--- src/rtl/soc_defs.svh ---
// SoC memory map and sizes
`ifndef SOC_DEFS_SVH
`define SOC_DEFS_SVH

// **************************************************
// Memory map
// **************************************************

`define SOC_RAM_BYTES 32'd4096 // Shared word RAM
`define SOC_IO_BASE `SOC_RAM_BYTES // Registers start right after RAM

// Register offsets from SOC_IO_BASE
`define SOC_REG_FETCH_ADDR 32'h000
`define SOC_REG_FETCH_COUNT 32'h004
`define SOC_REG_FETCH_START 32'h008 // Write 1 to start
`define SOC_REG_CLEAR_START 32'h00C // Write 1 to start
`define SOC_REG_CLEAR_COLOR 32'h010
`define SOC_REG_BUSY 32'h02C
`define SOC_REG_BTN_BASE 32'h200 // One word per button
`define SOC_REG_CTRL_BASE 32'h400 // One word per controller bit

// **************************************************
// Inputs
// **************************************************

`define SOC_DEBOUNCE_CYCLES 16 // Hold window after a press
`define SOC_BTN_COUNT 7
`define SOC_CTRL_COUNT 12

`endif

--- src/rtl/soc_pkg.sv ---
// SoC bus and pixel types
package soc_pkg;

	// **************************************************
	// Wishbone classic
	// **************************************************

	// Master to slave
	typedef struct packed {
		logic cyc;
		logic stb;
		logic we;
		logic [31:0] adr; // Byte address
		logic [31:0] dat; // Write data
		logic [3:0] sel; // Byte lanes
	} wb_req_t;

	// Slave to master
	typedef struct packed {
		logic ack; // One cycle per access
		logic [31:0] dat; // Read data
	} wb_rsp_t;

	// **************************************************
	// Pixel stream
	// **************************************************

	// One beat toward the display side, RGB565 colour
	typedef struct packed {
		logic [15:0] data;
		logic last; // Final pixel of a job
	} pixel_t;

endpackage

--- src/rtl/bus_arbiter.sv ---
// RAM arbiter and register router
`timescale 1ns/1ps
`include "soc_defs.svh"

module bus_arbiter (
	input logic rst_n,
	input logic hdmi_pixClk,
	input soc_pkg::wb_req_t cpu_req,
	output soc_pkg::wb_rsp_t cpu_rsp,
	input soc_pkg::wb_req_t fetch_req,
	output soc_pkg::wb_rsp_t fetch_rsp,
	output soc_pkg::wb_req_t ram_req,
	input soc_pkg::wb_rsp_t ram_rsp,
	output soc_pkg::wb_req_t io_req,
	input soc_pkg::wb_rsp_t io_rsp
);
	import soc_pkg::*;

	logic cpu_io, cpu_ram, fetch_ram;
	logic gnt_cpu, gnt_fetch;
	logic lock_cpu_q, lock_fetch_q; // Grant held from last cycle
	logic last_cpu_q; // Processor was served last

	assign cpu_io = cpu_req.cyc && cpu_req.stb && (cpu_req.adr >= `SOC_IO_BASE);
	assign cpu_ram = cpu_req.cyc && cpu_req.stb && (cpu_req.adr < `SOC_RAM_BYTES);
	assign fetch_ram = fetch_req.cyc && fetch_req.stb;

	// Grant decided in the request cycle, locked while cyc stays high
	always_comb begin
		gnt_cpu = 1'b0;
		gnt_fetch = 1'b0;
		if (lock_cpu_q && cpu_req.cyc) begin
			gnt_cpu = 1'b1;
		end else if (lock_fetch_q && fetch_req.cyc) begin
			gnt_fetch = 1'b1;
		end else if (cpu_ram && fetch_ram) begin
			gnt_cpu = !last_cpu_q; // Round robin
			gnt_fetch = last_cpu_q;
		end else begin
			gnt_cpu = cpu_ram;
			gnt_fetch = fetch_ram;
		end
	end

	always_ff @(posedge hdmi_pixClk) begin
		if (!rst_n) begin
			lock_cpu_q <= 1'b0;
			lock_fetch_q <= 1'b0;
			last_cpu_q <= 1'b0;
		end else begin
			lock_cpu_q <= gnt_cpu;
			lock_fetch_q <= gnt_fetch;
			if (gnt_cpu) begin
				last_cpu_q <= 1'b1;
			end else if (gnt_fetch) begin
				last_cpu_q <= 1'b0;
			end
		end
	end

	always_comb begin
		ram_req = '0;
		if (gnt_fetch) begin
			ram_req = fetch_req;
		end else if (gnt_cpu) begin
			ram_req = cpu_req;
			ram_req.stb = cpu_ram; // Register access while locked
		end
		io_req = cpu_req;
		io_req.cyc = cpu_io;
		io_req.stb = cpu_io;
	end

	// Ack only to the owner of the access
	assign cpu_rsp.ack = io_rsp.ack || (ram_rsp.ack && gnt_cpu);
	assign cpu_rsp.dat = io_rsp.ack ? io_rsp.dat : ram_rsp.dat;
	assign fetch_rsp.ack = ram_rsp.ack && gnt_fetch;
	assign fetch_rsp.dat = ram_rsp.dat;

endmodule

--- config.mk ---
export PLATFORM = sky130hd
export DESIGN_NAME = bus_arbiter
export DESIGN_NICKNAME = d
export VERILOG_FILES = /design/src/rtl/soc_pkg.sv /design/src/rtl/bus_arbiter.sv
export VERILOG_INCLUDE_DIRS = /design/src /design/src/rtl
export SDC_FILE = /design/constraint.sdc
export NUM_CORES = 1
export LEC_CHECK = 0
export BUFFER_PORTS_ARGS = -buffer_cell sky130_fd_sc_hd__buf_2
export CORE_AREA = 2 2 161 163
export CTS_CLUSTER_DIAMETER = 30
export CTS_CLUSTER_SIZE = 16
export DETAILED_ROUTE_END_ITERATION = 10
export DIE_AREA = 0 0 163 165
export PLACE_DENSITY_LB_ADDON = 0.12
export SYNTH_ARGS = -nofsm -noshare
export SYNTH_HDL_FRONTEND = slang
export SYNTH_SLANG_ARGS = --single-unit
export TNS_END_PERCENT = 10
--- constraint.sdc ---
create_clock -name hdmi_pixClk -period 1.4 [get_ports hdmi_pixClk]
set_input_delay 0.07 -clock hdmi_pixClk [delete_from_list [all_inputs] [get_ports hdmi_pixClk]]
set_output_delay 0.07 -clock hdmi_pixClk [all_outputs]
set_load 0.01 [all_outputs]
==> flow_summary.toml <==
[outcome]
run_status = "complete, but fails checks"
failing_checks = "negative setup slack"

[finish]
final_area_um2 = 4360
diodes = 0
share_of_final_layout_standard_cells_stronger_than_drive_strength_1_pct = 85.4
number_of_nets_in_the_finished_design = 802
fillers = 2904
multiInputGateArea_um2 = 1220
synthToLayoutAreaGrowth_pct = 107
layout.area.seq_um2 = 62.6

[synth]
largest_cells_by_area_after_synthesis = "sky130_fd_sc_hd__buf_4 37%, sky130_fd_sc_hd__a22o_1 29%, sky130_fd_sc_hd__mux2_2 17%"
post-synth-top-area-cell = "sky130_fd_sc_hd__buf_4"
asyncSetResetFlopFracSynth_pct = 0
yosysSeqAreaShare_pct = 2.85
synth_edf_count = 0
synth_top_cell_area_share_pct = 37.1
synthesis_warning_total = 0
synth_nets = 464
avgSynthCellArea_um2 = 8.29
netlist-cell-type-count = 20
dominantRegCellSynth = "sky130_fd_sc_hd__dfxtp_1"
syn-instance-count = 254
synth-seq-cells = 3
synth.cell_area_um2 = 2110

[worst_hold_path]
hold_end = "last_cpu_q"
min-delay-path-class = "primary input to flip-flop"
worst_hold_startpoint = "rst_n"
holdPathStages = 2

[timing]
slew_headroom_pct = 82.0
fmax_ghz = 0.535
tightestPinTransition_ns = 0.267
timing.final.crit_period_ns = 1.87
timing_max_transition_violations_final = 0
setup_ws_ns = -0.469
skew_ns = 0.000863
hold_fails_final_rpt = 0
setup_tns_ns = -29.05
period_share_pct = 133
grt_setup_unrepaired = "true"
report.final.setup_viol = 75

[cts]
post_cts_hold_buffer_count = 0
clockRootBuffer = "sky130_fd_sc_hd__clkbuf_16"
cts_buffer_depth = 2
cts-htree-levels = 1
tritoncts = "yes"
clk_latency_ns = 0.22
clock-sinks = 3
cts-buffers-inserted = 3
clk_pin_slew_worst_paths_ns = 0.03

[place]
dpl_cell_area_um2 = 4060
port-buffer-count = 417
post-place-ws_ns = -0.551
dp_hpwl_um = 12600
gp_routability_congestion = 0.772

[run]
maxCapViolCount = 0

[worst_setup_path]
cp_data_required_time_ns = 1.33
crit_path_top_delay_cell = "sky130_fd_sc_hd__dfxtp_2"
timing.rr.start = "last_cpu_q"
cp_slowest_stage_delay_ns = 0.31
worstSetupStartpoint = "last_cpu_q"
critPathKind = "flip-flop to primary output"
critical_path.endpoint_type = "primary output"
arrival_ns = 1.80
r2r_slack_ns = -0.03
cp_cell_sequence = "a21o_1 -> a21o_1 -> o31ai_4 -> buf_12 -> buf_12 -> a22o_1 -> buf_2"
critical_path.max_fanout = 12
reg2regPathDepth = 6
startpoint_type = "flip-flop"
r2r_end = "lock_cpu_q"

[drt]
post_drt_via_cell_ratio = 3.44
ant_nets = 0
detail_route.wirelength_um = 14100
drt_iter0_markers = 56
drc = 0
detail_route.first_pass.iterations = 6
avgRoutedWirePerCell_um = 15.3
route.vias.total = 3170

[floorplan]
row_count = 58
floorplan.initialDensity_pct = 8.41
die_w_um = 163
core_box_area_um2 = 25000
die_area_um2 = 26900
die_height_um = 165
boundaryPins = 418

[global_routing]
grt_pass1_vias = 3171
remaining_overflow_grt = 0
antenna_found_initial = 0
grt_pass1_wl_um = 18300
grtUsageTotal_pct = 9.08
grt_max_degree = 42

[pwr]
powerDensity_nw_per_um2 = 409
vdd_ir_drop_max_uv = 291
static-leakage-power_nw = 2.50
## routing by layer
| layer | share of wire, % | vias to the layer above | global-route usage [%] |
|---|---|---|---|
| met4 | 0.51 | 0 | 1.09 |
| met3 | 9.2 | 6 | 1.88 |
| met2 | 58 | 248 | 19.6 |
| met5 | 0 | - | 0 |
| li1 | - | 1516 | - |
| met1 | 32 | 1400 | 8.86 |
## how the worst max path moves through the flow
stage / endpoint / slack, ns
2_1_floorplan: ram_req[13] / 0.01
3_3_place_gp: ram_req[23] / -0.52
6_report: ram_req[23] / -0.47
5_1_grt: ram_req[23] / -0.51
4_1_cts: ram_req[23] / -0.49
3_5_place_dp: ram_req[23] / -0.55
## where the power goes
group / internal [mW] / leakage, nW / switching (mW)
registers: 0.0878 / 0.0252 / 0.00101
clock network: 0.376 / 0.0382 / 0.0800
logic: 0.645 / 2.44 / 0.596
## synth_stat cells, types with 3 or more instances
cell type,number
sky130_fd_sc_hd__dfxtp_1,3
sky130_fd_sc_hd__buf_4,104
sky130_fd_sc_hd__nor2_1,3
sky130_fd_sc_hd__a21o_1,3
sky130_fd_sc_hd__buf_2,8
sky130_fd_sc_hd__a22o_1,70
sky130_fd_sc_hd__nand2_1,3
sky130_fd_sc_hd__and2_1,3
sky130_fd_sc_hd__buf_6,6
sky130_fd_sc_hd__clkbuf_1,5
sky130_fd_sc_hd__nor4_1,5
sky130_fd_sc_hd__mux2_2,32
## state kept, by name, indices dropped and copies added, names as in the netlist
signal / flops
last_cpu_q: 1
lock_cpu_q: 1
lock_fetch_q: 1
## placed cells by master (no fill, tap or decap)
cell type,netlist,routed
sky130_fd_sc_hd__clkbuf_16,0,4
sky130_fd_sc_hd__nand4b_1,1,1
sky130_fd_sc_hd__nor4_2,0,2
sky130_fd_sc_hd__nand3_2,0,1
sky130_fd_sc_hd__or2_2,2,2
sky130_fd_sc_hd__a22o_1,70,70
sky130_fd_sc_hd__buf_2,8,394
sky130_fd_sc_hd__clkbuf_1,5,1
sky130_fd_sc_hd__a21o_1,3,3
sky130_fd_sc_hd__nand2_1,3,3
sky130_fd_sc_hd__dfxtp_2,0,2
sky130_fd_sc_hd__o2111a_2,0,1
sky130_fd_sc_hd__o31ai_4,0,1
sky130_fd_sc_hd__nor2_1,3,1
sky130_fd_sc_hd__buf_6,6,17
sky130_fd_sc_hd__nor4_4,0,3
sky130_fd_sc_hd__o21a_1,1,1
sky130_fd_sc_hd__and2_1,3,3
sky130_fd_sc_hd__buf_4,104,38
sky130_fd_sc_hd__buf_12,0,6
sky130_fd_sc_hd__nor3_1,1,1
sky130_fd_sc_hd__dfxtp_1,3,1
sky130_fd_sc_hd__a21boi_0,1,1
sky130_fd_sc_hd__nor2_2,0,2
sky130_fd_sc_hd__mux2_2,32,32
## cell type report
cell class | instances | share of cell area, %
repair buffers | 456 | 59.4
flip-flops and latches | 3 | 1.43
well taps | 330 | 9.46
clock buffers | 4 | 1.81
multi-input cells | 128 | 27.9
## timing repair
item | CTS | global route
gates resized for setup | 35 | 10
buffers inserted | 0 | 1
setup endpoints to repair | 78 | 78
pin swaps | 19 | 26
cloned | 0 | 1
## metrics by stage
stage	util (%)	hold slack (ns)	total power, mW	cells
2_1_floorplan	-	0.188	0.727	254
3_3_place_gp	16.2	0.312	1.32	915
3_5_place_dp	16.2	0.308	1.30	915
4_1_cts	17.1	0.0780	1.80	919
5_1_grt	17.4	0.0909	1.90	921
6_report	17.4	0.0714	1.78	921
## critical path: cells and delay by family, from the launching register on
| kind | cells | cell delay (ns) |
|---|---|---|
| flops | 1 | 0.31 |
| buf+inv | 3 | 0.47 |
| compound gates | 4 | 0.76 |
## kinds of logic (layout without fill, tap and decap cells)
| kind of cell | count (synthesis) | in the layout | synth area share [%] |
|---|---|---|---|
| buffers and inverters | 123 | 460 | 43.1 |
| AOI/OAI and AO/OA | 77 | 77 | 32.0 |
| muxes | 32 | 32 | 17.1 |
| and+or+nand+nor | 19 | 19 | 4.93 |
| DFF | 3 | 3 | 2.85 |
Note: power is estimated with default switching activity, not from simulation.
