<file path="src/rtl/soc_defs.svh">
// SoC memory map and sizes
`ifndef SOC_DEFS_SVH
`define SOC_DEFS_SVH

// **************************************************
// Memory map
// **************************************************

`define SOC_RAM_BYTES 32'd4096 // Shared word RAM
`define SOC_IO_BASE `SOC_RAM_BYTES // Registers start right after RAM

// Register offsets from SOC_IO_BASE
`define SOC_REG_FETCH_ADDR 32'h000
`define SOC_REG_FETCH_COUNT 32'h004
`define SOC_REG_FETCH_START 32'h008 // Write 1 to start
`define SOC_REG_CLEAR_START 32'h00C // Write 1 to start
`define SOC_REG_CLEAR_COLOR 32'h010
`define SOC_REG_BUSY 32'h02C
`define SOC_REG_BTN_BASE 32'h200 // One word per button
`define SOC_REG_CTRL_BASE 32'h400 // One word per controller bit

// **************************************************
// Inputs
// **************************************************

`define SOC_DEBOUNCE_CYCLES 16 // Hold window after a press
`define SOC_BTN_COUNT 7
`define SOC_CTRL_COUNT 12

`endif

</file>
<file path="src/rtl/soc_pkg.sv">
// SoC bus and pixel types
package soc_pkg;

	// **************************************************
	// Wishbone classic
	// **************************************************

	// Master to slave
	typedef struct packed {
		logic cyc;
		logic stb;
		logic we;
		logic [31:0] adr; // Byte address
		logic [31:0] dat; // Write data
		logic [3:0] sel; // Byte lanes
	} wb_req_t;

	// Slave to master
	typedef struct packed {
		logic ack; // One cycle per access
		logic [31:0] dat; // Read data
	} wb_rsp_t;

	// **************************************************
	// Pixel stream
	// **************************************************

	// One beat toward the display side, RGB565 colour
	typedef struct packed {
		logic [15:0] data;
		logic last; // Final pixel of a job
	} pixel_t;

endpackage

</file>
<file path="src/rtl/io_regs.sv">
// Memory-mapped register block
`timescale 1ns/1ps
`include "soc_defs.svh"

module io_regs (
	input logic hdmi_pixClk,
	input logic rst_n,
	input soc_pkg::wb_req_t req,
	output soc_pkg::wb_rsp_t rsp,
	input logic [`SOC_BTN_COUNT-1:0] btn_stable,
	input logic [`SOC_CTRL_COUNT-1:0] controller_btns,
	input logic busy,
	output logic [31:0] fetch_addr,
	output logic [31:0] fetch_count,
	output logic [15:0] clear_color,
	output logic fetch_start,
	output logic clear_start
);
	import soc_pkg::*;

	localparam int BIW = $clog2(`SOC_BTN_COUNT);
	localparam int CIW = $clog2(`SOC_CTRL_COUNT);

	logic access, wr_full;
	logic ack_q;
	logic [31:0] rdata_q, rd_data;
	logic [31:0] off, btn_off, ctrl_off;
	logic hit_btn, hit_ctrl;
	logic [BIW-1:0] btn_idx;
	logic [CIW-1:0] ctrl_idx;

	assign access = req.cyc && req.stb && !ack_q;
	assign wr_full = access && req.we && (&req.sel); // Partial writes dropped

	// **************************************************
	// Address decode
	// **************************************************

	assign off = req.adr - `SOC_IO_BASE;
	assign btn_off = off - `SOC_REG_BTN_BASE;
	assign ctrl_off = off - `SOC_REG_CTRL_BASE;
	assign hit_btn = (btn_off < 4 * `SOC_BTN_COUNT) && (off[1:0] == 2'b00);
	assign hit_ctrl = (ctrl_off < 4 * `SOC_CTRL_COUNT) && (off[1:0] == 2'b00);
	assign btn_idx = btn_off[2 +: BIW];
	assign ctrl_idx = ctrl_off[2 +: CIW];

	always_comb begin
		rd_data = '0;
		if (hit_btn) begin
			rd_data = {31'b0, btn_stable[btn_idx]};
		end else if (hit_ctrl) begin
			rd_data = {31'b0, controller_btns[ctrl_idx]};
		end else begin
			case (off)
				`SOC_REG_FETCH_ADDR: rd_data = fetch_addr;
				`SOC_REG_FETCH_COUNT: rd_data = fetch_count;
				`SOC_REG_CLEAR_COLOR: rd_data = {16'b0, clear_color};
				`SOC_REG_BUSY: rd_data = {31'b0, busy};
				default: rd_data = '0; // Unmapped
			endcase
		end
	end

	always_ff @(posedge hdmi_pixClk) begin
		if (!rst_n) begin
			ack_q <= 1'b0;
			rdata_q <= '0;
			fetch_addr <= '0;
			fetch_count <= '0;
			clear_color <= '0;
			fetch_start <= 1'b0;
			clear_start <= 1'b0;
		end else begin
			ack_q <= access; // Every access acked
			fetch_start <= 1'b0;
			clear_start <= 1'b0;
			if (access) begin
				rdata_q <= rd_data;
			end
			if (wr_full) begin
				case (off)
					`SOC_REG_FETCH_ADDR: fetch_addr <= req.dat;
					`SOC_REG_FETCH_COUNT: fetch_count <= req.dat;
					`SOC_REG_CLEAR_COLOR: clear_color <= req.dat[15:0];
					`SOC_REG_FETCH_START: fetch_start <= req.dat[0] && !busy;
					`SOC_REG_CLEAR_START: clear_start <= req.dat[0] && !busy;
					default: ;
				endcase
			end
		end
	end

	assign rsp = '{ack: ack_q, dat: rdata_q};

endmodule

</file>
<file path="config.mk">
export PLATFORM = sky130hd
export DESIGN_NAME = io_regs
export DESIGN_NICKNAME = d
export VERILOG_FILES = /design/src/rtl/soc_pkg.sv /design/src/rtl/io_regs.sv
export VERILOG_INCLUDE_DIRS = /design/src /design/src/rtl
export SDC_FILE = /design/constraint.sdc
export NUM_CORES = 1
export LEC_CHECK = 0
export ABC_AREA = 1
export ABC_CLOCK_PERIOD_IN_PS = 2600
export BUFFER_PORTS_ARGS = -buffer_cell sky130_fd_sc_hd__buf_2
export CORE_AREA = 2 2 122 124
export CTS_CLUSTER_SIZE = 24
export DETAILED_ROUTE_END_ITERATION = 8
export DIE_AREA = 0 0 124 126
export PLACE_DENSITY = 0.83
export SKIP_CTS_REPAIR_TIMING = 1
export SLEW_MARGIN = 15
export SYNTH_ARGS = -nofsm -noshare
export SYNTH_HDL_FRONTEND = slang
export SYNTH_SLANG_ARGS = --single-unit
</file>
<file path="constraint.sdc">
create_clock -name hdmi_pixClk -period 2.6 [get_ports hdmi_pixClk]
set_input_delay 0.26 -clock hdmi_pixClk [delete_from_list [all_inputs] [get_ports hdmi_pixClk]]
set_output_delay 0.26 -clock hdmi_pixClk [all_outputs]
set_load 0.01 [all_outputs]
</file>
==> impl_results.md <==
* Global route overflow at 0
* Final Hold Viols at 0
* Clock Pin Slew Worst Setup and Hold Paths at 0.05 ns
* Synth cell types at 34
* Starting Density at 46.1%
* Ys flop type: dfxtp_1
* All-Layer GR Usage at 29.3%
* Hold-critical path endpoint: fetch_addr[21]$_SDFFE_PN0P_
* Core Util, Final at 61.1%
* FP Rows at 44
* Routed WL at 23.0 mm
* Reg2Reg Depth at 7
* Post-synth top area share at 34.9%
* Ranking of synthesized cells by area: dfxtp_1, nand2_1, nor2_1
* Final #Nets at 1385
* Core area at 14300 um^2
* Period minus WS final at 2.30 ns
* FF-to-FF End: fetch_count[8]$_SDFFE_PN0P_
* Max cap viols at 0
* Pleak at 3.97 nW
* Number of remaining DRC errors at 0
* Setup WS pre-CTS at -0.152 ns
* Final Setup Violations at 0
* Layout cell share with drive strength beyond 1 at 25.1%
* Via count at 8081
* Worst min path class: primary input to register
* Mean post-synth cell area at 6.26 um^2
* CTS H-tree depth at 4
* Worst Skew at 0.00979 ns
* Proportion of power drawn by the clock network at 50.8%
* CTS sink count at 115
* Skew-Pair Late Insertion Delay at 0.40 ns
* Pint at 3.39 mW
* Die ar. at 15600 um^2
* Hold Crit Depth at 3
* Area leader, netlist: dfxtp_1
* Largest net degree at the start of global routing at 54
* Area growth syn-to-layout at 32.5%
* Root Buffer: clkbuf_16
* Tcrit/Tclk final at 88.4%
* Reg2Reg Setup Slack at 0.65 ns
* Setup ws final at 0.301 ns
* Routed Antenna Nets at 0
* TritonCTS Buffers at 17
* CTS tree: built
* Sequence of cells on the critical path: buf_2, inv_1, ha_2, nand2_1, buf_4, nand2_1, inv_1, nand2_1, nor2_1, nand2_1, buf_4, nor3_1, and3_1, buf_12, nand2_1, o211ai_1, nand2_1, a21oi_1
* Sw Pwr at 1.05 mW
* Maximum fanout along the worst path at 31
* Chip height at 126 um
* VDD IR max at 0.431 mV
* Filler cell count at 1318
* YS warnings at 0
* EDFF count, synth at 0
* Boundary Pins at 208
* Switch share at 23.7%
* First-pass GRT wire length at 36.7 mm
* Worst r2r src: ack_q$_SDFF_PN0_
* CP max stage cell: and3_1
* Final Max Slew Viols at 0
* Flop pwr share at 39.8%
* Max incr delay on CP at 0.25 ns
* Crit path capture type: register
* Critical Path RT at 2.93 ns
* Rel. slew slack at 41.3%
* Max Freq at 435 MHz
* Post-Syn Nets at 1150
* Outcome: finished, final reports clean
* Worst setup SP type: primary input
* Max Root-Sink Buffers at 2
* Final cell count without fillers at 1486
* Syn Std Cell Area at 6600 um^2
* Cell area after layout at 8750 um^2
* DR iter-0 viols at 905
* Critical path type: primary input to register
* DPL Wire Length at 17.0 mm
* TritonRoute pass-1 iters at 6
* Average routed wire per standard cell at 15.4 um
* RSZ-0062 raised after global routing: no
* Cell Area, Placed at 8150 um^2
* Worst Tran Pin Value at 0.879 ns
* Antenna violations before repair at 1
* Die width at 124 um
* Ys async rst share at 0%
* Number of global-route vias before repair at 7522
* DR vias/cell at 5.44
* Hold Crit Start: req[25]
* Buffers on Ports at 207
* Routability Congestion at 1.00
* Syn Inst Count at 1054
* Sequential share of the synthesized area at 34.9%
* Logic pwr share at 9.3%
* Cell mode on critical path: nand2_1
* PwrDens at 507 nW/um^2
* Flops & latches, synth at 115
* CP arrival at 2.62 ns
* TNS Setup at 0 ns
* Placed Instances at 1454
[synth_stat cells (2+ instances only)]
| cell type | count |
|---|---|
| inv_1 | 90 |
| a211oi_1 | 32 |
| nand4_1 | 12 |
| nand3_1 | 80 |
| ha_1 | 3 |
| clkbuf_2 | 2 |
| nor2_1 | 172 |
| buf_6 | 3 |
| a22oi_1 | 8 |
| a21oi_1 | 52 |
| buf_4 | 5 |
| nand2_1 | 274 |
| dfxtp_1 | 115 |
| xor2_1 | 5 |
| nand2_2 | 9 |
| buf_2 | 12 |
| o21ai_0 | 43 |
| nor2_2 | 11 |
| nor2_4 | 2 |
| o211ai_1 | 16 |
| nand2_4 | 2 |
| o21ai_1 | 27 |
| nand3b_1 | 2 |
| inv_2 | 2 |
| clkbuf_1 | 28 |
| nor3_1 | 39 |
[area by class of cell]
class                      instances  area (um^2)  share of cell area (%)
antenna                            1         2.50                  0.0286
inverter                          93          349                    3.99
timing repair buffer             266         1570                    17.9
tap                              184          230                    2.63
sequential                       115         2300                    26.3
clock inverter                     9          105                    1.20
clock buffer                      22          474                    5.42
multi-input combinational        796         3720                    42.5
[critical path, delay by kind of cell]
| kind | cells | cell delay (ns) |
|---|---|---|
| AO/OA/AOI/OAI | 2 | 0.24 |
| adder cells (fa/ha/maj) | 1 | 0.21 |
| buffers and inverters | 6 | 0.73 |
| AND/OR/NAND/NOR | 9 | 1.16 |
[through the flow]
stage | power, mW | hold slack [ns]
finish | 4.44 | 0.111
floorplan | 2.00 | 0.402
global route | 4.58 | 0.114
detailed placement | 2.21 | 0.453
global placement | 2.21 | 0.449
CTS | 4.44 | 0.0991
[cells by family (layout without fill, tap and decap cells)]
kind of cell | Yosys count | count (layout) | share of synthesized area (%)
AND/OR/NAND/NOR | 608 | 608 | 39.0
AO/OA/AOI/OAI | 180 | 180 | 15.9
buffers and inverters | 143 | 390 | 9.03
flip-flops | 115 | 115 | 34.9
XOR/XNOR | 5 | 5 | 0.664
adder cells (fa/ha/maj) | 3 | 3 | 0.569
other | 0 | 1 | 0
[state kept, by name, indices dropped and copies added, names as in the netlist]
name,count
rdata_q,32
ack_q,1
fetch_count,32
clear_color,16
fetch_start,1
clear_start,1
fetch_addr,32
[per-layer routing]
| metal | vias to the layer above | GRT usage (%) | share of wire [%] |
|---|---|---|---|
| met4 | 0 | 13.0 | 3.6 |
| li1 | 3930 | - | - |
| met3 | 79 | 6.20 | 8.4 |
| met2 | 447 | 48.8 | 47 |
| met1 | 3625 | 36.1 | 41 |
| met5 | - | 0 | 0 |
[worst max path at each step]
stage | from | endpoint | slack (ns) | cells past startpoint
6_report | req[48] | rdata_q[6]$_SDFFE_PN0P_ | 0.30 | 18
5_1_grt | req[54] | rdata_q[6]$_SDFFE_PN0P_ | 0.03 | 18
4_1_cts | req[48] | rdata_q[10]$_SDFFE_PN0P_ | 0.26 | 18
3_5_place_dp | req[48] | rdata_q[10]$_SDFFE_PN0P_ | -0.15 | 19
3_3_place_gp | req[48] | rdata_q[13]$_SDFFE_PN0P_ | -0.05 | 19
2_1_floorplan | req[48] | rdata_q[10]$_SDFFE_PN0P_ | 0.15 | 18
[power by group through the flow]
stage	combinational, mW	clock [mW]	sequential [mW]
global placement	0.402	0	1.80
finish	0.415	2.26	1.77
CTS	0.405	2.27	1.77
floorplan	0.199	0	1.80
global route	0.457	2.36	1.77
detailed placement	0.403	0	1.80
[layout by cell type, fill, tap and decap left out, types with 4 or more instances in the layout]
cell type   netlist  final
clkinvlp_4        0      4
buf_2            12    207
nand3_1          80     80
nor2_2           11     13
nand4_1          12     12
nand2_1         274    274
inv_1            90     90
nand2_2           9      9
o21ai_1          27     27
o21ai_0          43     43
buf_12            0      7
clkbuf_16         0     17
o211ai_1         16     16
buf_4             5     52
nor3_1           39     39
dfxtp_1         115    115
a21oi_1          52     52
a211oi_1         32     32
a22oi_1           8      8
nor2_1          172    169
xor2_1            5      5
(Power assumes the default switching activity.)
