[config.mk]
export PLATFORM = sky130hd
export DESIGN_NAME = btn_debounce
export DESIGN_NICKNAME = d
export VERILOG_FILES = /design/src/rtl/btn_debounce.sv
export VERILOG_INCLUDE_DIRS = /design/src /design/src/rtl
export SDC_FILE = /design/constraint.sdc
export NUM_CORES = 1
export LEC_CHECK = 0
export ABC_AREA = 1
export ABC_CLOCK_PERIOD_IN_PS = 1700
export BUFFER_PORTS_ARGS = -buffer_cell sky130_fd_sc_hd__buf_4
export CORE_UTILIZATION = 59
export DETAILED_ROUTE_END_ITERATION = 8
export PLACE_DENSITY_LB_ADDON = 0.15
export SYNTH_ARGS = -nofsm -noshare
export SYNTH_HDL_FRONTEND = slang
export SYNTH_SLANG_ARGS = --single-unit
export TNS_END_PERCENT = 10
[constraint.sdc]
create_clock -name hdmi_pixClk -period 1.7 [get_ports hdmi_pixClk]
set_input_delay 0 -clock hdmi_pixClk [delete_from_list [all_inputs] [get_ports hdmi_pixClk]]
set_output_delay 0 -clock hdmi_pixClk [all_outputs]
set_load 0.02 [all_outputs]
[src/rtl/soc_defs.svh]
// SoC memory map and sizes
`ifndef SOC_DEFS_SVH
`define SOC_DEFS_SVH

// **************************************************
// Memory map
// **************************************************

`define SOC_RAM_BYTES 32'd4096 // Shared word RAM
`define SOC_IO_BASE `SOC_RAM_BYTES // Registers start right after RAM

// Register offsets from SOC_IO_BASE
`define SOC_REG_FETCH_ADDR 32'h000
`define SOC_REG_FETCH_COUNT 32'h004
`define SOC_REG_FETCH_START 32'h008 // Write 1 to start
`define SOC_REG_CLEAR_START 32'h00C // Write 1 to start
`define SOC_REG_CLEAR_COLOR 32'h010
`define SOC_REG_BUSY 32'h02C
`define SOC_REG_BTN_BASE 32'h200 // One word per button
`define SOC_REG_CTRL_BASE 32'h400 // One word per controller bit

// **************************************************
// Inputs
// **************************************************

`define SOC_DEBOUNCE_CYCLES 16 // Hold window after a press
`define SOC_BTN_COUNT 7
`define SOC_CTRL_COUNT 12

`endif

[src/rtl/btn_debounce.sv]
// Push-button debouncer
`timescale 1ns/1ps
`include "soc_defs.svh"

module btn_debounce #(
	parameter int width = `SOC_BTN_COUNT
) (
	input logic hdmi_pixClk,
	input logic rst_n,
	input logic [width-1:0] btn,
	output logic [width-1:0] btn_stable
);

	localparam int TW = $clog2(`SOC_DEBOUNCE_CYCLES + 1);

	logic [TW-1:0] timer [width]; // Zero means idle

	// **************************************************
	// One hold timer per button
	// **************************************************

	always_ff @(posedge hdmi_pixClk) begin
		if (!rst_n) begin
			btn_stable <= '0;
			for (int i = 0; i < width; i++) begin
				timer[i] <= '0;
			end
		end else begin
			for (int i = 0; i < width; i++) begin
				if (timer[i] == '0) begin
					btn_stable[i] <= btn[i]; // Follow input while idle
					if (btn[i]) begin
						timer[i] <= TW'(`SOC_DEBOUNCE_CYCLES);
					end
				end else begin
					timer[i] <= timer[i] - 1'b1; // Output frozen
				end
			end
		end
	end

endmodule

==> results.tsv, run 1 <==
metric	value	unit
pre-CTS setup slack	0.163	ns
synthesized instance count	233	
GRT Total Usage	19.9	%
Max Fanout on Critical Path	6	
Clock transition at path regs	0.07	ns
fin crit period	1.54	ns
Max-slew headroom	72.3	%
largest delay contributor family on the critical path	simple AND/OR/NAND/NOR gates	
IO Pins	16	
Bufs and invs on worst path	1	
antenna cells	0	
1st-iter DRT viols	98	
Die ar.	3960	µm²
f_max	651	MHz
part of the cycle the worst path needs	90.3	%
Ys Warns	0	
Clock Tree Buf Depth	2	
Hold WC Path Type	in -> reg	
# DRC	0	
CP max stage delay	0.40	ns
vias in the first global route	1433	
Fill cells	254	
Clock Skew	0.00511	ns
clk sink count	42	
PD cells	1610	nW/µm²
latest clock arrival within the worst-skew pair	0.29	ns
count of pins over their slew limit	0	
Die Height	62.9	µm
TritonCTS clock tree	built	
Tightest Pin Transition	0.415	ns
row cnt	21	
first-pass GRT wire length	5890	µm
Core ar.	3440	µm²
Port Buffers	15	
area occupied by multi-input gates	820	µm²
Resized Gates After CTS	0	
Starting Density	63.6	%
drt pass-1 iters	4	
detailed-route wire length per cell	11.1	µm
Worst Path Arrival	1.52	ns
Leak	1.12	nW
final worst slack	0.165	ns
Seq/Total Area, Yosys	54.4	%
Area growth syn-to-layout	12.9	%
syn_nets	249	
root buffer cell	clkbuf_8	
ratio of cells with drive above 1 in the final layout	18.5	%
synthesized area	2190	µm²
area leader, netlist	edfxtp_1	
via-per-instance ratio	4.97	
CP Data Required Time	1.68	ns
RSZ-0062 raised after global routing	false	
status	completed	
Seq cells post-synth	42	
sequential cell area	1190	µm²
Final #Nets	274	
remaining global-route overflow	0	
Power, Total	3.98	mW
CP Class	reg -> reg	
Yosys top cell area share	48.0	%
via count	1515	
Max rail drop VDD	976	µV
# Max-Cap Violations	0	
final hold violations	0	
Synth area leaders	edfxtp_1 (48%), nand2_1 (6.5%), dfxtp_1 (6.4%)	
gp weighted congestion	0.752	
Crit. End Element	register	
antenna viol nets, final	0	
setup TNS	0	ns
Startpoint Class	register	
Unique masters post-synth	26	
largest net degree at the start of global routing	35	
Final HPWL DP	2400	µm
CP max stage cell	edfxtp_1	
Routed WL	3380	µm
setup violators final	0	
Die X-Extent	62.9	µm
critical-path cell list	inv_1 -> ha_1 -> nand3_2 -> nand2_2 -> nand3_1	
Avg Cell Area, Syn	9.39	µm²
initial antenna violation count	0	
CTS H-tree lvls	2	
CTS Buf Count	5	
[layout by cell type (no fill, tap or decap), drive strengths merged]
| cell type | instances |
|---|---|
| nand4 | 3 |
| a21oi | 11 |
| edfxtp | 35 |
| nand2 | 51 |
| xor2 | 4 |
| nor2 | 30 |
| dfxtp | 7 |
| nand3 | 28 |
| dlygate4sd3 | 7 |
| nand3b | 3 |
| o21ai | 6 |
| buf | 15 |
| or2 | 7 |
| inv | 37 |
| ha | 7 |
| clkbuf | 8 |
[per-layer routing]
layer  vias to the layer above  track usage [%]  wire length, µm
li1                        810                -                -
met1                       683             23.7             1630
met2                        17             30.1             1550
met3                         5             7.12              126
met4                         0             13.1               71
met5                         -                0                0
[sequential cells by signal (all words and copies together), names as in the netlist]
name        flops
timer          35
btn_stable      7
[power breakdown]
part | internal (mW) | switching [mW]
Sequential | 1.63 | 0.230
Combinational | 0.597 | 0.921
Clock | 0.292 | 0.314
Total | 2.51 | 1.47
[logic make-up (layout without fill, tap and decap cells)]
| logic type | Yosys count | in the layout | share of synthesized area (%) |
|---|---|---|---|
| AO/OA/AOI/OAI | 17 | 17 | 4.23 |
| XOR/XNOR | 4 | 4 | 1.60 |
| adder cells (fa/ha/maj) | 7 | 7 | 4.00 |
| buffers and inverters | 41 | 67 | 8.12 |
| flip-flops | 42 | 42 | 54.4 |
| AND/OR/NAND/NOR | 122 | 122 | 27.6 |
[layout make-up]
type                            count  share of cell area [%]
Clock buffer                        8                    3.24
Inverter                           37                    5.62
Multi-Input combinational cell    150                    33.2
Sequential cell                    42                    48.2
Tap cell                           46                    2.33
Timing Repair Buffer               22                    7.40
[Yosys cell counts (all sizes together)]
master and number:
o21ai 6, nand3b 3, ha 7, nor2 30, xor2 4, nand3 28
or2 7, nand4 3, buf 4, dfxtp 7, a21oi 11, edfxtp 35
nand2 51, inv 37
[per-stage QoR]
| step | hold WS [ns] | instances | area [µm²] | util [%] |
|---|---|---|---|---|
| after floorplan | 0.131 | 233 | 2190 | - |
| after global placement | 0.229 | 290 | 2320 | 67.4 |
| after detailed placement | 0.233 | 290 | 2320 | 67.4 |
| after CTS | 0.164 | 305 | 2470 | 71.8 |
| after global routing | 0.202 | 305 | 2470 | 71.8 |
| final | 0.170 | 305 | 2470 | 71.8 |
[worst min-delay path, cell delays in order]
cell and delay (ns):
buf_4 0.24, nand3_1 0.13, nand2_1 0.04
[timing repair]
| item | CTS | global route |
|---|---|---|
| hold endpoints to repair | 7 | 0 |
| hold buffers | 7 | 0 |
| setup endpoints to repair | 0 | 0 |
| setup buffers | 0 | 0 |
[worst paths after layout]
check                startpoint             to  slack, ns  cells past startpoint
setup / recovery    timer[0][0]    timer[0][3]       0.16                      5
hold / removal            rst_n  btn_stable[6]       0.17                      3
setup reg to reg    timer[0][0]    timer[0][3]       0.16                      5
hold reg to reg   btn_stable[5]  btn_stable[5]       0.48                      2
(Power assumes the default switching activity.)
==> run 2: changes to the inputs <==
--- a/config.mk
+++ b/config.mk
@@ -7,8 +7,9 @@
 export NUM_CORES = 1
 export LEC_CHECK = 0
 export ABC_AREA = 1
-export ABC_CLOCK_PERIOD_IN_PS = 1700
+export ABC_CLOCK_PERIOD_IN_PS = 1600
 export BUFFER_PORTS_ARGS = -buffer_cell sky130_fd_sc_hd__buf_4
+export CORE_MARGIN = 5
 export CORE_UTILIZATION = 59
 export DETAILED_ROUTE_END_ITERATION = 8
 export PLACE_DENSITY_LB_ADDON = 0.15
==> constraint.sdc (replaced) <==
create_clock -name hdmi_pixClk -period 1.6 [get_ports hdmi_pixClk]
set_input_delay 0 -clock hdmi_pixClk [delete_from_list [all_inputs] [get_ports hdmi_pixClk]]
set_output_delay 0 -clock hdmi_pixClk [all_outputs]
set_load 0.02 [all_outputs]
==> run 2 against run 1 <==
  * Combinational power grew 9%
  * Wire length rose by 2.7%
  * Core utilization decreased by 2.6 points
  * Clock skew is 0.00079 ns lower
  * Via count down 0.26%
  * Non-clock buffer count is 2 higher
  * Largest cell class unchanged
  * Largest power group unchanged
==> results.tsv, run 2 (synthesis results as in run 1) <==
metric	value	unit	change
status	completed		
Clock Skew	0.00432	ns	-0.000786 ns
length of routed met3 wiring	131	µm	+4.0%
Routed WL	3470	µm	+2.7%
detailed-route wire length per cell	11.2	µm	+1.3%
final hold violations	0		unchanged
root buffer cell	clkbuf_8		
IO Pins	16		unchanged
P_int	2.73	mW	+8.6%
# Max-Cap Violations	0		unchanged
sequential cell area	1190	µm²	unchanged
vias in the first global route	1468		+2.4%
remaining global-route overflow	0		unchanged
Max Fanout on Critical Path	6		unchanged
RSZ-0062 raised after global routing	false		
Crit. End Element	register		
setup TNS	0	ns	unchanged
count of pins over their slew limit	0		unchanged
most frequent cells in the layout	nand2_1 (38), inv_1 (36), edfxtp_1 (35)		
fin crit period	1.44	ns	-0.0959 ns
sw power	1.57	mW	+7.2%
clk sink count	42		unchanged
Biggest register	timer		
Die Height	70.9	µm	+13%
Leak	1.14	nW	+1.9%
# DRC	0		unchanged
Area growth syn-to-layout	14.8	%	
Max-slew headroom	70.8	%	-1.5 points
Tightest Pin Transition	0.438	ns	+0.0223 ns
area occupied by multi-input gates	835	µm²	+1.8%
Clock Tree Buf Depth	2		unchanged
initial antenna violation count	0		unchanged
Die ar.	5030	µm²	+27%
antenna viol nets, final	0		unchanged
Core ar.	3630	µm²	+5.6%
ratio of cells with drive above 1 in the final layout	20.7	%	+2.2 points
Port Buffers	15		unchanged
CTS Buf Count	5		unchanged
Clock transition at path regs	0.07	ns	about the same
PD cells	1710	nW/µm²	+6.2%
via-per-instance ratio	4.89		-1.6%
fin area	2510	µm²	+1.7%
latest clock arrival within the worst-skew pair	0.29	ns	about the same
Die X-Extent	70.9	µm	+13%
Final HPWL DP	2540	µm	+5.8%
largest net degree at the start of global routing	35		unchanged
Startpoint Class	register		
part of the cycle the worst path needs	90.0	%	-0.35 points
top routing layer in use	met4		
part of the power in combinational logic	38.5	%	+0.3 points
drt pass-1 iters	4		unchanged
Hold WC Path Type	in -> reg		
Switching Fraction	36.5	%	-0.30 points
1st-iter DRT viols	56		-43%
CTS H-tree lvls	2		unchanged
via count	1511		-0.26%
wire length on met1	1600	µm	-1.8%
Fill cells	293		+15%
Final #Nets	276		+0.73%
GRT Total Usage	15.6	%	-4.3 points
CP Data Required Time	1.61	ns	-0.07 ns
Worst Path Arrival	1.45	ns	-0.07 ns
Max rail drop VDD	1030	µV	+5.2%
final core occ	69.1	%	-2.6 points
CP Class	reg -> reg		
clock power share	15.9	%	+0.7 points
row cnt	22		+4.8%
first-pass GRT wire length	6170	µm	+4.7%
setup bufs post-CTS	0		unchanged
DR WL met2	1680	µm	+8.2%
TritonCTS clock tree	built		
gp weighted congestion	0.759		+1.0%
setup violators final	0		unchanged
commonest non-fill, non-tap cell in the layout	nand2_1		
max reg flops	35		unchanged
f_max	695	MHz	+6.7%
largest registers	timer x35, btn_stable x7		
power share of the sequential group	45.6	%	-1.0 points
Area after DPL	2340	µm²	+0.76%
antenna cells	0		unchanged
Starting Density	60.2	%	-3.3 points
-- run 2: per-layer routing --
layer / vias to the layer above / GRT usage [%]
li1: 810 / -
met1: 674 / 18.0
met2: 20 / 26.3
met3: 7 / 5.40
met4: 0 / 6.47
met5: - / 0
-- run 2: per-stage QoR --
step	worst slack [ns]	total power, mW	cells	hold WS [ns]
5_1_grt	0.0343	4.70	309	0.201
4_1_cts	0.0756	4.35	309	0.168
3_5_place_dp	0.107	3.63	294	0.249
2_1_floorplan	0.267	3.23	233	0.131
3_3_place_gp	0.108	3.57	294	0.229
6_report	0.161	4.30	309	0.188
-- run 2: layout make-up --
cell class              instances  area share (%)
clock inverters                 2           0.299
multi-input cells             150            33.2
well taps                      48            2.39
repair buffers                 24            7.87
inverters                      37            5.53
clock buffers                   6            3.29
flip-flops and latches         42            47.4
-- run 2: power by group through the flow --
stage,Clock [mW],Sequential (mW),Combinational (mW)
floorplan,0,1.99,1.24
global placement,0,1.97,1.59
detailed placement,0,1.99,1.64
CTS,0.710,1.96,1.67
global route,0.752,2.02,1.93
finish,0.682,1.96,1.66
-- run 2: final timing paths --
check | startpoint | endpoint | slack [ns] | cells past startpoint
worst min register to register | btn_stable[4] | btn_stable[4] | 0.47 | 2
worst min-delay path | rst_n | btn_stable[0] | 0.19 | 3
worst max-delay path | timer[0][0] | timer[0][3] | 0.16 | 5
worst max register to register | timer[0][0] | timer[0][3] | 0.16 | 5
-- run 2: critical path: stages (launching register included) --
cell and delay, ns:
edfxtp_1 0.38, inv_1 0.12, ha_1 0.24, nand3_2 0.14
nand2_2 0.14, nand3_2 0.15
-- run 2: what timing repair did --
item                                   4_1_cts  5_1_grt
endpoints found under the hold margin        7        0
setup endpoints to repair                    0       15
hold buffers                                 7        0
gates resized for setup                      0        3
